**config.mk**
```make
export PLATFORM = sky130hd
export DESIGN_NAME = input_port_cluster
export DESIGN_NICKNAME = d
export VERILOG_FILES = /design/src/flow_pkg.sv /design/src/input_port_cluster.sv /design/src/port_fifo.sv
export SDC_FILE = /design/constraint.sdc
export NUM_CORES = 1
export LEC_CHECK = 0
export ABC_AREA = 0
export BUFFER_PORTS_ARGS = -buffer_cell sky130_fd_sc_hd__clkbuf_2
export CAP_MARGIN = 20
export CORE_ASPECT_RATIO = 0.9
export CORE_MARGIN = 8
export CORE_UTILIZATION = 40
export DETAILED_ROUTE_END_ITERATION = 8
export SYNTH_ARGS = -nofsm -noshare
export SYNTH_HDL_FRONTEND = slang
export SYNTH_SLANG_ARGS = --single-unit
```
**constraint.sdc**
```tcl
create_clock -name clk -period 7.9 [get_ports clk]
set_clock_uncertainty 0.15 [all_clocks]
set_input_delay 1.58 -clock clk [delete_from_list [all_inputs] [get_ports clk]]
set_output_delay 1.58 -clock clk [all_outputs]
set_load 0.005 [all_outputs]
```
**src/flow_pkg.sv**
```systemverilog
package flow_pkg;

    //////////////////////////////////////////////////////////////////////
    // sizes
    //////////////////////////////////////////////////////////////////////

    localparam int num_in_ports  = 2;
    localparam int num_out_ports = 2;
    localparam int leaf_bits     = 4;
    localparam int port_bits     = 4;
    localparam int payload_bits  = 32;
    localparam int cnt_bits      = 26;
    localparam int fifo_depth    = 4;

    // input queue i answers network port in_port_base + i
    localparam int in_port_base  = 2;
    // port number reported for output queue 0
    localparam int out_port_base = 9;

    // read, empty and full per input queue, full and empty per output queue
    localparam int dump_len = 3 * num_in_ports + 2 * num_out_ports;

    //////////////////////////////////////////////////////////////////////
    // types
    //////////////////////////////////////////////////////////////////////

    typedef logic [payload_bits-1:0] payload_t;
    typedef logic [cnt_bits-1:0]     cnt_t;

    // 1 + 4 + 4 + 32 = 41 bits
    typedef struct packed {
        logic                 valid;
        logic [leaf_bits-1:0] leaf;
        logic [port_bits-1:0] port;
        payload_t             payload;
    } packet_t;

    typedef enum logic [1:0] {
        tag_read  = 2'd1,
        tag_empty = 2'd2,
        tag_full  = 2'd3
    } cnt_tag_t;

    // dump word fields
    localparam int dump_tag_msb  = 31;
    localparam int dump_tag_lsb  = 30;
    localparam int dump_port_msb = 29;
    localparam int dump_port_lsb = 26;
    localparam int dump_cnt_msb  = 25;
    localparam int dump_cnt_lsb  = 0;

endpackage

```
**src/input_port_cluster.sv**
```systemverilog
`timescale 1ns/1ps

module input_port_cluster (
    input  logic              clk,
    input  logic              reset,
    input  flow_pkg::packet_t stream_in,
    input  logic              is_done_mode,
    output flow_pkg::payload_t dout [flow_pkg::num_in_ports],
    output logic              vld  [flow_pkg::num_in_ports],
    input  logic              ack  [flow_pkg::num_in_ports],
    output flow_pkg::cnt_t    full_cnt  [flow_pkg::num_in_ports],
    output flow_pkg::cnt_t    empty_cnt [flow_pkg::num_in_ports],
    output flow_pkg::cnt_t    read_cnt  [flow_pkg::num_in_ports]
);

    for (genvar i = 0; i < flow_pkg::num_in_ports; i++) begin : g_port

        logic           wr_en;
        logic           q_empty;
        logic           q_full;
        flow_pkg::cnt_t full_q;
        flow_pkg::cnt_t empty_q;
        flow_pkg::cnt_t read_q;

        // port decode, anything outside the range matches no queue
        assign wr_en = stream_in.valid &&
                       (stream_in.port == flow_pkg::port_bits'(flow_pkg::in_port_base + i));

        // full queue drops the packet, no credit path back
        port_fifo #(
            .entry_t (flow_pkg::payload_t)
        ) i_fifo (
            .clk     (clk),
            .reset   (reset),
            .wr_en   (wr_en),
            .wr_data (stream_in.payload),
            .rd_en   (ack[i]),
            .rd_data (dout[i]),
            .empty   (q_empty),
            .full    (q_full)
        );

        assign vld[i] = !q_empty;

        //////////////////////////////////////////////////////////////////////
        // queue statistics, frozen once done mode is set
        //////////////////////////////////////////////////////////////////////

        always_ff @(posedge clk) begin
            if (reset) begin
                full_q  <= '0;
                empty_q <= '0;
                read_q  <= '0;
            end else if (!is_done_mode) begin
                if (q_full) begin
                    full_q <= full_q + flow_pkg::cnt_t'(1);
                end
                if (q_empty) begin
                    empty_q <= empty_q + flow_pkg::cnt_t'(1);
                end
                // completed handshake only
                if (vld[i] && ack[i]) begin
                    read_q <= read_q + flow_pkg::cnt_t'(1);
                end
            end
        end

        assign full_cnt[i]  = full_q;
        assign empty_cnt[i] = empty_q;
        assign read_cnt[i]  = read_q;

    end

endmodule

```
**src/port_fifo.sv**
```systemverilog
`timescale 1ns/1ps

module port_fifo #(
    parameter type entry_t = flow_pkg::payload_t
) (
    input  logic   clk,
    input  logic   reset,
    input  logic   wr_en,
    input  entry_t wr_data,
    input  logic   rd_en,
    output entry_t rd_data,
    output logic   empty,
    output logic   full
);

    entry_t mem [flow_pkg::fifo_depth];

    logic [$clog2(flow_pkg::fifo_depth)-1:0]   wr_ptr;
    logic [$clog2(flow_pkg::fifo_depth)-1:0]   rd_ptr;
    logic [$clog2(flow_pkg::fifo_depth+1)-1:0] count;

    logic do_wr;
    logic do_rd;

    // a write while full or a read while empty is dropped
    assign do_wr = wr_en && !full;
    assign do_rd = rd_en && !empty;

    assign empty   = (count == '0);
    assign full    = (int'(count) == flow_pkg::fifo_depth);
    // head of queue, shown without a register stage
    assign rd_data = mem[rd_ptr];

    // storage
    always_ff @(posedge clk) begin
        if (do_wr) begin
            mem[wr_ptr] <= wr_data;
        end
    end

    // pointers wrap at the last entry
    always_ff @(posedge clk) begin
        if (reset) begin
            wr_ptr <= '0;
            rd_ptr <= '0;
            count  <= '0;
        end else begin
            if (do_wr) begin
                if (int'(wr_ptr) == flow_pkg::fifo_depth - 1) begin
                    wr_ptr <= '0;
                end else begin
                    wr_ptr <= wr_ptr + 1'b1;
                end
            end
            if (do_rd) begin
                if (int'(rd_ptr) == flow_pkg::fifo_depth - 1) begin
                    rd_ptr <= '0;
                end else begin
                    rd_ptr <= rd_ptr + 1'b1;
                end
            end
            // occupancy, unchanged on push and pop together
            if (do_wr && !do_rd) begin
                count <= count + 1'b1;
            end else if (do_rd && !do_wr) begin
                count <= count - 1'b1;
            end
        end
    end

endmodule

```
# Yosys cells after proc, flatten, opt, wreduce, memory -nomap -nowiden
# Memory sizes are Yosys's and may differ from the RTL's. A register that Yosys moved wholly into a read port is not among the register bits.
# Index checks and enable logic that the tools add are counted.
# W data, S select, Z words.
op_classes:
  n_reduce_logical: 28
  eq_ne: 8
  add_sub_neg: 14
  n_bitwise: 1
  n_mux: 16
ops:
  columns: ["cell", "count"]
  rows:
  - ["$add A26 B1 Y26 const B", 6]
  - ["$mux W2", 8]
  - ["$mux W3", 4]
  - ["$reduce_and A2 Y1", 6]
  - ["$logic_and A1 B1 Y1", 10]
  - ["$add A2 B1 Y2 const B", 4]
  - ["$eq A2 B1 Y1 const B", 4]
  - ["$eq A4 B2 Y1 const B", 2]
  - ["$logic_not A1 Y1", 8]
  - ["$add A3 B1 Y3 const B", 2]
  - ["$eq A3 B3 Y1 const B", 2]
  - ["$logic_not A3 Y1", 2]
  - ["$sub A3 B1 Y3 const B", 2]
  - ["$mux W1", 4]
  - ["$reduce_bool A2 Y1", 2]
  - ["$not A1 Y1", 1]
totals:
  input_bits: 46
  regBits: 170
  wordCells: 81
  output_inout_bits: 222
  mem_count: 2
  mem_bits_rw: 256
mem_list:
  columns: ["name", "words", "width", "rd", "rd_ports_with_merged_regs", "write_ports", "line_no", "rtl"]
  rows:
  - ["g_port[0].i_fifo.mem", 4, 32, 1, 1, 1, "port_fifo.sv:16", "entry_t mem [flow_pkg::fifo_depth];"]
  - ["g_port[1].i_fifo.mem", 4, 32, 1, 1, 1, "port_fifo.sv:16", null]

# Logic depth before layout (Yosys ltp)
# Gate-level depths: netlist (run 1).
logic_depth:
  ltp_word: 7
  ltp_mapped: 10
  ltp_nobuf: 8

# Cells and area by module
# Synthesis (run 1) repeated with hierarchy kept, for this count alone.
unflattened:
  hier_cells: 1286
  area_unflattened_um2: 17453.0
by_module_without_submodules:
  columns: ["module", "seq_area_each_um2", "area_each_um2", "cells_each", "n_inst"]
  rows:
  - ["port_fifo", 4023.9, 5098.6, 217, 2]
  - ["input_port_cluster", 3123.0, 7255.7, 852, 1]

# Least setup slack after synthesis (run 1)
# Ideal clock, no wire load.
synth_timing:
  path_kind: "in2reg"
  start: "input stream_in[34] in the netlist's numbering"
  end: "register g_port[0].i_fifo.count[2] in the netlist's numbering"
  arrival_ns: 3.598
  path_buffers: 0
  setup_ns: 0.070
  required_ns: 7.680
  stages: 8
  path_slack_ns: 4.081
  cell_sequence: "nand4bb_1 a211oi_1 ha_1 inv_1 fa_1 xor2_1 or3_1 a21oi_1"
synth_via:
  elab_chain_len: 6
  elab_cells_between_ends: 8
  cone_classes: "1 x eq/ne; 1 x mux; 6 x reduce/logical"
synth_lines:
  columns: ["item", "line_no", "rtl"]
  rows:
  - ["start: declaration", "input_port_cluster.sv:6", "input flow_pkg::packet_t stream_in,"]
  - ["$eq A4 B2 Y1 (*)", "input_port_cluster.sv:27", "(stream_in.port == flow_pkg::port_bits'(flow_pkg::in_port_base + i));"]
  - ["$logic_and A1 B1 Y1 (*)", "input_port_cluster.sv:26", "assign wr_en = stream_in.valid &&"]
  - ["$logic_and A1 B1 Y1 (*)", "port_fifo.sv:26", "assign do_wr = wr_en && !full;"]
  - ["named net g_port[0].i_fifo.do_wr", "port_fifo.sv:22", "logic do_wr;"]
  - ["$logic_not A1 Y1", "port_fifo.sv:65", "end else if (do_rd && !do_wr) begin"]
  - ["$logic_and A1 B1 Y1", "port_fifo.sv:65", null]
  - ["$reduce_bool A2 Y1 (no line)", null, null]
  - ["end signal: assignment", "port_fifo.sv:64", "count <= count + 1'b1;"]
  - ["end signal: assignment", "port_fifo.sv:66", "count <= count - 1'b1;"]
  - ["end: declaration", "port_fifo.sv:20", "logic [$clog2(flow_pkg::fifo_depth+1)-1:0] count;"]
# Mark *: on every way through the listed nets, which the timed path passes. The rest lies on a longest branch.
# A chain may end at the register's enable or synchronous reset.

==> results.toml, run 1 <==
[logic_synthesis]
synthesis.instances = 1320
yosys_warnings = 0
postSynth.asyncResetShare = 0
post_synth.cell_area_avg_um2 = 13.29
synth.yosys.seq_area_share = 0.6366
synthDistinctLibCells = 43
synth-edff-count = 256
synthesis.nets = 1386
ys_seq_elements = 430
dominantRegCellSynth = "sky130_fd_sc_hd__edfxtp_1"
post_synth_instance_area_mm2 = 0.01755

[clock_tree]
numCtsBuffers = 46
cts_stage_hold_buffer_count = 0
cts.reportedPaths.clkPinSlew_ns = 0.06
cts_setup_buffers = 0
cts_tree = "built"
cts.htree.levels = 2
clockRootBuffer = "sky130_fd_sc_hd__clkbuf_16"
numClockSinks = 430
cts_resized = 0
cts_max_path_buffers = 3
clkLatencyLatePin_ns = 0.57

[global_routing]
grt_first_pass_wirelength_um = 65690
globalRoute.totalOverflow = 0
grt_max_degree = 100
initial_antenna_violation_count = 0
gr-usage-all-layers = 0.1598
vias_in_the_first_global_route = 11520

[timing]
hold_ws_ns = 0.3291
layout_setup_ws_ns = 3.908
finalSetupTns_ns = 0
finalCritPeriodShare = 0.5053
timing.fmax_mhz = 250.5
min_period_ns = 3.992
hold_violations = 0
timing.final.setup_violations = 0
tightest_slew_ns = 1.050
setup_repair_after_global_routing_missed_its_margin = "false"
final_max_slew_viol_count = 0
timing.max_slew.rel_slack = 0.3000

[die]
fp.dieW_um = 236.8
num_rows = 72
core_area_mm2 = 0.04315
dieArea_mm2 = 0.05083
io_pins = 268
floorplan.initialDensity = 0.4066
die_y_um = 214.7

[final_layout]
multi_input_area_mm2 = 0.006008
ff_latch_area_mm2 = 0.01117
finish.net_count = 1648
fillerInstances = 3798
post-route-util = 0.4843
area_delta_synth_final_pct = 19.10
layout-drive-gt1-share = 0.2639

[setup_path]
timing.rr.end = "g_port[1].read_q[23]"
crit_path_max_fanout = 32
r2r_slack_ns = 4.87
worst_setup_path_start_kind = "flop"
worst-r2r-cell-count = 5
crit_path_end = "dout[38]"
critical_path_class = "flop to output pin"
end_kind = "output pin"
worst_ep_arrival_time_ns = 2.26
cp_data_required_time_ns = 6.17
regToRegStartpoint = "g_port[1].i_fifo.count[0]"

[power]
switching_share = 0.2458
share_comb_of_total_power = 0.130
total_power_uw = 5240
proportion_of_power_drawn_by_flip_flops_and_latches = 0.473
cell_internal_pwr_uw = 3952
power.share.clock = 0.397
powerDensity_mw_per_mm2 = 250.7
ir_worst_vdd_mv = 0.1507
switchingPower_uw = 1288
leakage_uw = 0.007064

[placed_design]
port_buffers = 263
dp_hpwl_um = 27030
post-place-ws_ns = 3.486
gp_congestion = 0.7766

[detailed_routing]
detail_route.wl_per_cell_um = 19.20
dr.first_iter.drc_count = 638
wl_um = 41750
route.detailed.vias_per_inst = 5.460
detail_route.drc_violations = 0
drt_pass1_iterations = 5
route.antenna.remaining_nets = 0
vias = 11880

[run_status]
outcome = "complete, no violations"

[hold_path]
worstHoldPathType = "flop to flop"

[run]
max_cap_viol_count = 0
final cells by class:
cell class	instances	area share
clock buffer	68	0.06239
tap	555	0.03323
antenna	2	0.0002395
clock inverter	16	0.008083
inverter	29	0.005209
sequential	430	0.5347
timing repair buffer	278	0.06867
multi-input combinational	797	0.2875
how the worst min path moves through the flow:
stage / from / end / slack [ns] / depth (start not counted)
2_1_floorplan: g_port[1].i_fifo.rd_ptr[1] / flop / 0.30 / 2
3_3_place_gp: g_port[1].full_q[25] / g_port[1].full_q[25] / 0.31 / 2
3_5_place_dp: g_port[1].empty_q[25] / g_port[1].empty_q[25] / 0.32 / 2
4_1_cts: g_port[1].read_q[25] / g_port[1].read_q[25] / 0.34 / 2
5_1_grt: g_port[0].empty_q[23] / g_port[0].empty_q[23] / 0.36 / 2
6_report: g_port[1].read_q[25] / g_port[1].read_q[25] / 0.33 / 2
per-stage QoR:
step | cells | cell area [um2]
after floorplan | 1320 | 17550
after global placement | 2089 | 19420
after detailed placement | 2089 | 19420
after CTS | 2173 | 20890
after global routing | 2173 | 20890
final | 2175 | 20900
critical path, stage by stage, from the launching register on:
cell and delay [ns]:
sky130_fd_sc_hd__dfxtp_2 0.32, sky130_fd_sc_hd__buf_4 0.56, sky130_fd_sc_hd__mux4_2 0.66, sky130_fd_sc_hd__clkbuf_2 0.15
layer usage:
layer	GRT usage	up-vias	wire, um
li1	-	5668	-
met1	0.2109	5870	18630
met2	0.2545	283	19300
met3	0.04669	55	2977
met4	0.04529	0	842
met5	0	-	0
power by group through the flow:
stage	Combinational [uW]	Sequential (uW)	Clock [uW]
after floorplan	448	2500	0
after global placement	694	2520	0
final	681	2480	2080
after CTS	702	2480	2150
after global routing	758	2480	2240
after detailed placement	700	2520	0
Yosys cell counts, types with 4 or more instances:
master,count,share of area
sky130_fd_sc_hd__edfxtp_1,256,0.44
sky130_fd_sc_hd__dfxtp_1,174,0.20
sky130_fd_sc_hd__a21oi_1,101,0.029
sky130_fd_sc_hd__nor2_1,75,0.016
sky130_fd_sc_hd__nand2_1,70,0.015
sky130_fd_sc_hd__or4_1,65,0.028
sky130_fd_sc_hd__mux4_2,64,0.082
sky130_fd_sc_hd__o31ai_1,56,0.024
sky130_fd_sc_hd__nand3_1,49,0.014
sky130_fd_sc_hd__clkbuf_1,46,0.0098
sky130_fd_sc_hd__o21ai_0,41,0.012
sky130_fd_sc_hd__nand4_1,39,0.014
sky130_fd_sc_hd__or3_1,39,0.014
sky130_fd_sc_hd__inv_1,29,0.0062
sky130_fd_sc_hd__xnor2_1,27,0.013
sky130_fd_sc_hd__xor2_1,23,0.011
sky130_fd_sc_hd__and2_1,18,0.0064
sky130_fd_sc_hd__and4_1,18,0.0090
sky130_fd_sc_hd__ha_1,18,0.013
sky130_fd_sc_hd__nor3_1,16,0.0046
sky130_fd_sc_hd__nor4_1,16,0.0057
sky130_fd_sc_hd__nor2b_1,14,0.0050
sky130_fd_sc_hd__buf_1,13,0.0028
sky130_fd_sc_hd__mux2_2,11,0.0071
sky130_fd_sc_hd__and3_1,9,0.0032
sky130_fd_sc_hd__mux2i_1,6,0.0034
sky130_fd_sc_hd__or4_4,4,0.0026
logic make-up (layout without fill, tap and decap cells):
kind of cell / Yosys count / in the layout / synth area share
buffers and inverters: 93 / 391 / 0.02132
and+or+nand+nor: 443 / 443 / 0.1425
muxes: 81 / 81 / 0.09263
AOI/OAI and AO/OA: 203 / 203 / 0.06681
xor gates and xnor gates: 50 / 50 / 0.02496
DFF: 430 / 430 / 0.6366
other: 0 / 2 / 0
adders and majority gates: 20 / 20 / 0.01512
cell usage in the layout (no fill, tap or decap), types with 46 or more instances in the layout:
master / synthesis / routed
sky130_fd_sc_hd__a21oi_1: 101 / 101
sky130_fd_sc_hd__clkbuf_2: 0 / 262
sky130_fd_sc_hd__nor2_1: 75 / 75
sky130_fd_sc_hd__nand2_1: 70 / 70
sky130_fd_sc_hd__o31ai_1: 56 / 56
sky130_fd_sc_hd__or4_1: 65 / 65
sky130_fd_sc_hd__mux4_2: 64 / 64
sky130_fd_sc_hd__edfxtp_1: 256 / 256
sky130_fd_sc_hd__nand3_1: 49 / 49
sky130_fd_sc_hd__dfxtp_1: 174 / 172
sky130_fd_sc_hd__clkbuf_16: 0 / 46
state kept, by name, summed over array words and instances, names as in the netlist, named ones only:
| name | cells |
|---|---|
| g_port.i_fifo.mem | 256 |
| g_port.empty_q | 52 |
| g_port.full_q | 52 |
| g_port.read_q | 52 |
| g_port.i_fifo.count | 6 |
| g_port.i_fifo.rd_ptr | 4 |
| g_port.i_fifo.wr_ptr | 4 |
Power figures use the tool's default switching activity.
==> run 2, diff against run 1 <==
==> constraint.sdc (replaced) <==
create_clock -name clk -period 3.2 [get_ports clk]
set_clock_uncertainty 0.15 [all_clocks]
set_input_delay 0.64 -clock clk [delete_from_list [all_inputs] [get_ports clk]]
set_output_delay 0.64 -clock clk [all_outputs]
set_load 0.005 [all_outputs]
==> results.toml, run 2 (synthesis gave the netlist of run 1 again) <==
[final_layout]
finalNonFillerCells = 2190
mostFrequentLayoutCell = "sky130_fd_sc_hd__clkbuf_2"
finish.net_count = 1664
registers.top_by_ff_count = "g_port.i_fifo.mem"
largest_register_ffs = 256
layout-drive-gt1-share = 0.2746
layout.cells.most_common_list = "sky130_fd_sc_hd__clkbuf_2 (262), sky130_fd_sc_hd__edfxtp_1 (256), sky130_fd_sc_hd__dfxtp_1 (172)"
area_delta_synth_final_pct = 20.89
insertedDiodeCount = 0

[clock_tree]
numCtsBuffers = 46
numClockSinks = 430
cts.reportedPaths.clkPinSlew_ns = 0.06
cts_setup_buffers = 0
cts_resized = 0
clkLatencyLatePin_ns = 0.57
clockRootBuffer = "sky130_fd_sc_hd__clkbuf_16"
cts_max_path_buffers = 3
cts_stage_hold_buffer_count = 0
cts_tree = "built"
cts.htree.levels = 2

[timing]
finalCritPeriodShare = 0.8958
hold_violations = 0
timing.final.setup_violations = 0
timing.max_slew.rel_slack = 0.4541
finalSetupTns_ns = 0
hold_ws_ns = 0.1981
timing.fmax_mhz = 348.9
setup_repair_after_global_routing_missed_its_margin = "false"
final_max_slew_viol_count = 0
min_period_ns = 2.867
tightest_slew_ns = 0.8119

[global_routing]
grt_first_pass_wirelength_um = 67030
gr-usage-all-layers = 0.1624
initial_antenna_violation_count = 2
globalRoute.totalOverflow = 0
grt_max_degree = 48
vias_in_the_first_global_route = 11800

[die]
dieArea_mm2 = 0.05083
num_rows = 72
fp.dieW_um = 236.8
core_area_mm2 = 0.04315
io_pins = 268
die_y_um = 214.7
floorplan.initialDensity = 0.4066

[hold_path]
worstHoldPathType = "input pin to flop"

[setup_path]
crit_path_max_fanout = 20
critical_path_class = "flop to output pin"
max_stage_delay_ns = 0.62
worst_setup_path_start_kind = "flop"
kind_of_cell_with_the_highest_combined_delay_on_the_critical_path = "multiplexers"
worst_ep_arrival_time_ns = 2.08
critical_path.slowest_cell = "sky130_fd_sc_hd__mux4_2"
end_kind = "output pin"
critical_path_buf_inv_count = 2
cp_data_required_time_ns = 2.41
critical_path.cell_chain = "buf_4 -> mux4_2 -> clkbuf_2"

[detailed_routing]
vias = 12010
drt_pass1_iterations = 5
route.antenna.remaining_nets = 0
dr.first_iter.drc_count = 620
wl_um = 42590
detail_route.wl_per_cell_um = 19.45
detail_route.drc_violations = 0
route.detailed.vias_per_inst = 5.482

[run]
max_cap_viol_count = 0

[power]
leakage_uw = 0.007205
ir_worst_vdd_mv = 0.3248
powerDensity_mw_per_mm2 = 621.2

[placed_design]
port_buffers = 263
gp_congestion = 0.7948
dp_hpwl_um = 27520
dpl.cell_count = 2105

[run_status]
outcome = "complete, no violations"
[run 2: power breakdown]
part	internal [uW]	switching (uW)	leakage [uW]	total, uW
clock	3130	2190	0.000746	5320
sequential	5970	148	0.00371	6120
combinational	837	903	0.00275	1740
[run 2: cell type report]
| type | count | area (um2) |
|---|---|---|
| inverters | 29 | 108.9 |
| fillers | 3829 | 21940 |
| clock inverters | 27 | 276.5 |
| repair buffers | 294 | 1693 |
| well taps | 555 | 694.4 |
| flip-flops and latches | 430 | 11170 |
| clock buffers | 58 | 1257 |
| multi-input cells | 797 | 6008 |
[run 2: through the flow]
| stage | util | setup WS (ns) | area [um2] | total power (uW) |
|---|---|---|---|---|
| 2_1_floorplan | - | 0.3214 | 17550 | 7286 |
| 4_1_cts | 0.4916 | 0.2532 | 21210 | 13370 |
| 6_report | 0.4916 | 0.3335 | 21210 | 13180 |
| 3_5_place_dp | 0.4560 | 0.1936 | 19680 | 8015 |
| 3_3_place_gp | 0.4560 | 0.2280 | 19680 | 7992 |
| 5_1_grt | 0.4916 | 0.2159 | 21210 | 13730 |
[run 2: metal layers]
metal,track usage,vias up,routed length [um]
met5,0,-,24
met4,0.04282,4,865
met3,0.04912,58,3408
met2,0.2551,331,19520
met1,0.2173,5927,18770
li1,-,5686,-
[run 2: worst reg2reg max path, stage by stage (launching register included)]
cell and delay [ns]:
sky130_fd_sc_hd__dfxtp_1 0.41, sky130_fd_sc_hd__o31ai_1 0.74, sky130_fd_sc_hd__ha_1 0.31, sky130_fd_sc_hd__inv_1 0.06, sky130_fd_sc_hd__fa_1 0.37, sky130_fd_sc_hd__xor2_1 0.15, sky130_fd_sc_hd__or3_1 0.30, sky130_fd_sc_hd__a21oi_1 0.14
[run 2: worst paths after layout]
kind,from,endpoint,slack (ns),cells past startpoint
setup / recovery,flop,dout[38],0.33,3
hold / removal,stream_in[21],g_port[0].i_fifo.mem[1][21],0.20,1
setup reg to reg,g_port[0].i_fifo.count[0],g_port[0].i_fifo.count[2],0.50,7
hold reg to reg,g_port[1].read_q[25],g_port[1].read_q[25],0.33,2
==> run 3, diff against run 2 <==
--- a/config.mk
+++ b/config.mk
@@ -5,7 +5,7 @@
 export SDC_FILE = /design/constraint.sdc
 export NUM_CORES = 1
 export LEC_CHECK = 0
-export ABC_AREA = 0
+export ABC_AREA = 1
 export BUFFER_PORTS_ARGS = -buffer_cell sky130_fd_sc_hd__clkbuf_2
 export CAP_MARGIN = 20
 export CORE_ASPECT_RATIO = 0.9
==> results.toml, run 3 <==
[detailed_routing]
route.detailed.vias_per_inst = 4.981
wl_um = 48480
vias = 14920
drt_pass1_iterations = 6
dr.first_iter.drc_count = 851
detail_route.drc_violations = 0
detail_route.wl_per_cell_um = 16.18
route.antenna.remaining_nets = 0

[global_routing]
grt_max_degree = 69
initial_antenna_violation_count = 2
grt_first_pass_wirelength_um = 77360
vias_in_the_first_global_route = 14520
gr-usage-all-layers = 0.1764
globalRoute.totalOverflow = 0

[setup_path]
r2r_slack_ns = 0.90
cp_data_required_time_ns = 2.41
timing.rr.end = "g_port[0].i_fifo.count[2]"
critical_path_buf_inv_count = 2
worst_setup_path_start_kind = "flop"
critical_path_class = "flop to output pin"
critical_path.cell_chain = "buf_4 -> o21ai_0 -> o22ai_1 -> clkbuf_2"
worst-r2r-cell-count = 10
regToRegStartpoint = "g_port[0].i_fifo.count[0]"
kind_of_cell_with_the_highest_combined_delay_on_the_critical_path = "buffers and inverters"
end_kind = "output pin"
worst_ep_arrival_time_ns = 2.18
max_stage_delay_ns = 0.53
critical_path.slowest_cell = "sky130_fd_sc_hd__buf_4"
crit_path_max_fanout = 64

[timing]
min_period_ns = 2.968
setup_repair_after_global_routing_missed_its_margin = "false"
layout_setup_ws_ns = 0.2322
final_max_slew_viol_count = 0
finalSetupTns_ns = 0
timing.max_slew.rel_slack = 0.4852
timing.fmax_mhz = 337.0
timing.final.setup_violations = 0
tightest_slew_ns = 0.7723
finalCritPeriodShare = 0.9274
hold_violations = 0

[logic_synthesis]
synth.top_cells.by_area = "sky130_fd_sc_hd__edfxtp_1 (41%), sky130_fd_sc_hd__dfxtp_1 (19%), sky130_fd_sc_hd__nor2_1 (7.9%), sky130_fd_sc_hd__nand2_1 (7.4%), sky130_fd_sc_hd__o21ai_0 (4.8%)"
synthDominantAreaCellType = "sky130_fd_sc_hd__edfxtp_1"
synthesis.nets = 2131
synthDistinctLibCells = 35
synth-edff-count = 256
post_synth.cell_area_avg_um2 = 9.022
main_combinational_cell_family_by_area_after_synthesis = "simple AND/OR/NAND/NOR gates"
dominantRegCellSynth = "sky130_fd_sc_hd__edfxtp_1"
postSynth.asyncResetShare = 0
yosys-mux-area-fraction = 0
ys_seq_elements = 430
synthesis.instances = 2065
yosys_warnings = 0
post_synth_instance_area_mm2 = 0.01863
area_share_of_xor_xnor_cells_in_the_synthesized_design = 0.004231
post_synth_fa_ha_maj_area_fraction = 0.01424
synth_simple_gate_area_share = 0.2238
yosysTopAreaCellShare = 0.4126
yosys.cell_count.top_type = "sky130_fd_sc_hd__nor2_1"
synth.yosys.seq_area_share = 0.5996
synth_compound_area_frac = 0.09799
synth.top_cells.by_count = "sky130_fd_sc_hd__nor2_1 (391), sky130_fd_sc_hd__nand2_1 (365), sky130_fd_sc_hd__edfxtp_1 (256)"

[hold_path]
worstHoldStart = "stream_in[0]"
min_delay_path_depth = 1
hold_end = "g_port[0].i_fifo.mem[3][0]"
worstHoldPathType = "input pin to flop"

[clock_tree]
cts_max_path_buffers = 3
cts_resized = 0
numCtsBuffers = 48
cts.reportedPaths.clkPinSlew_ns = 0.06
clockRootBuffer = "sky130_fd_sc_hd__clkbuf_16"
cts_setup_buffers = 0
cts.htree.levels = 2
cts_stage_hold_buffer_count = 0
cts_tree = "built"
numClockSinks = 430
clkLatencyLatePin_ns = 0.59

[power]
ir_worst_vdd_mv = 0.3579
power.share.clock = 0.390
switching_share = 0.2901
proportion_of_power_drawn_by_flip_flops_and_latches = 0.421
cell_internal_pwr_uw = 10250
powerDensity_mw_per_mm2 = 641.8
total_power_uw = 14440
share_comb_of_total_power = 0.189
leakage_uw = 0.008744
switchingPower_uw = 4189

[final_layout]
finish.net_count = 2407
largest_register_ffs = 256
mostFrequentLayoutCell = "sky130_fd_sc_hd__nor2_1"
layout.cells.most_common_list = "sky130_fd_sc_hd__nor2_1 (383), sky130_fd_sc_hd__nand2_1 (365), sky130_fd_sc_hd__clkbuf_2 (263)"
registers.top_by_ff_count = "g_port.i_fifo.mem"
layout-drive-gt1-share = 0.1681
area_delta_synth_final_pct = 20.77
finalNonFillerCells = 2996
insertedDiodeCount = 0

[die]
dieArea_mm2 = 0.05375
die_y_um = 220.7
fp.dieW_um = 243.5
io_pins = 268
num_rows = 75
floorplan.initialDensity = 0.4027
core_area_mm2 = 0.04626

[placed_design]
dp_hpwl_um = 32190
port_buffers = 263
post-place-ws_ns = 0.3189
dpl.cell_count = 2907
gp_congestion = 0.8817

[run_status]
outcome = "complete, no violations"

[run]
max_cap_viol_count = 0
[run 3: changes by cell type after synthesis, sizes merged, moves of 54 or more]
cell	change
or4	-69
o31ai	-56
mux4	-64
o21ai	+136
inv	+202
nand2	+296
nand3	+54
nor2	+335
o22ai	+64
[run 3: routing by layer]
layer  vias to the layer above  global-route usage  share of wire
li1                       7477                   -              -
met1                      7008              0.2145           0.43
met2                       366              0.3022           0.48
met3                        67             0.06009          0.079
met4                         4             0.03970          0.016
met5                         -                   0        0.00056
[run 3: power by group through the flow]
stage	logic, uW	registers, uW	clock network, uW
floorplan	1500	6180	0
detailed placement	2790	6200	0
global route	3050	6100	6010
finish	2720	6080	5630
CTS	2800	6080	5770
global placement	2730	6190	0
[run 3: kinds of logic after synthesis]
| logic type | after synthesis |
|---|---|
| AO/OA/AOI/OAI | 336 |
| XOR/XNOR | 9 |
| adder cells (fa/ha/maj) | 20 |
| buffers and inverters | 294 |
| flip-flops | 430 |
| AND/OR/NAND/NOR | 976 |
[run 3: cell type report]
type / instances / area (um2)
clock buffers: 63 / 1287
clock inverters: 26 / 352.8
fillers: 4329 / 23760
inverters: 233 / 882.1
multi-input cells: 1341 / 6400
flip-flops and latches: 430 / 11170
well taps: 616 / 770.7
repair buffers: 287 / 1634
[run 3: per-stage QoR]
step / hold WS (ns) / utilization / cell area, um2
6_report: 0.1884 / 0.4864 / 22500
5_1_grt: 0.1665 / 0.4864 / 22500
4_1_cts: 0.1540 / 0.4863 / 22500
3_5_place_dp: 0.3392 / 0.4508 / 20860
3_3_place_gp: 0.3257 / 0.4508 / 20860
2_1_floorplan: 0.3124 / - / 18630
[run 3: worst max path at each step]
stage,startpoint,end,cells after the start
2_1_floorplan,stream_in[35],g_port[0].i_fifo.mem[0][0],4
3_3_place_gp,stream_in[35],g_port[0].i_fifo.count[2],12
3_5_place_dp,stream_in[35],g_port[0].i_fifo.count[2],12
4_1_cts,flop,dout[26],5
5_1_grt,flop,dout[0],4
6_report,flop,dout[31],4
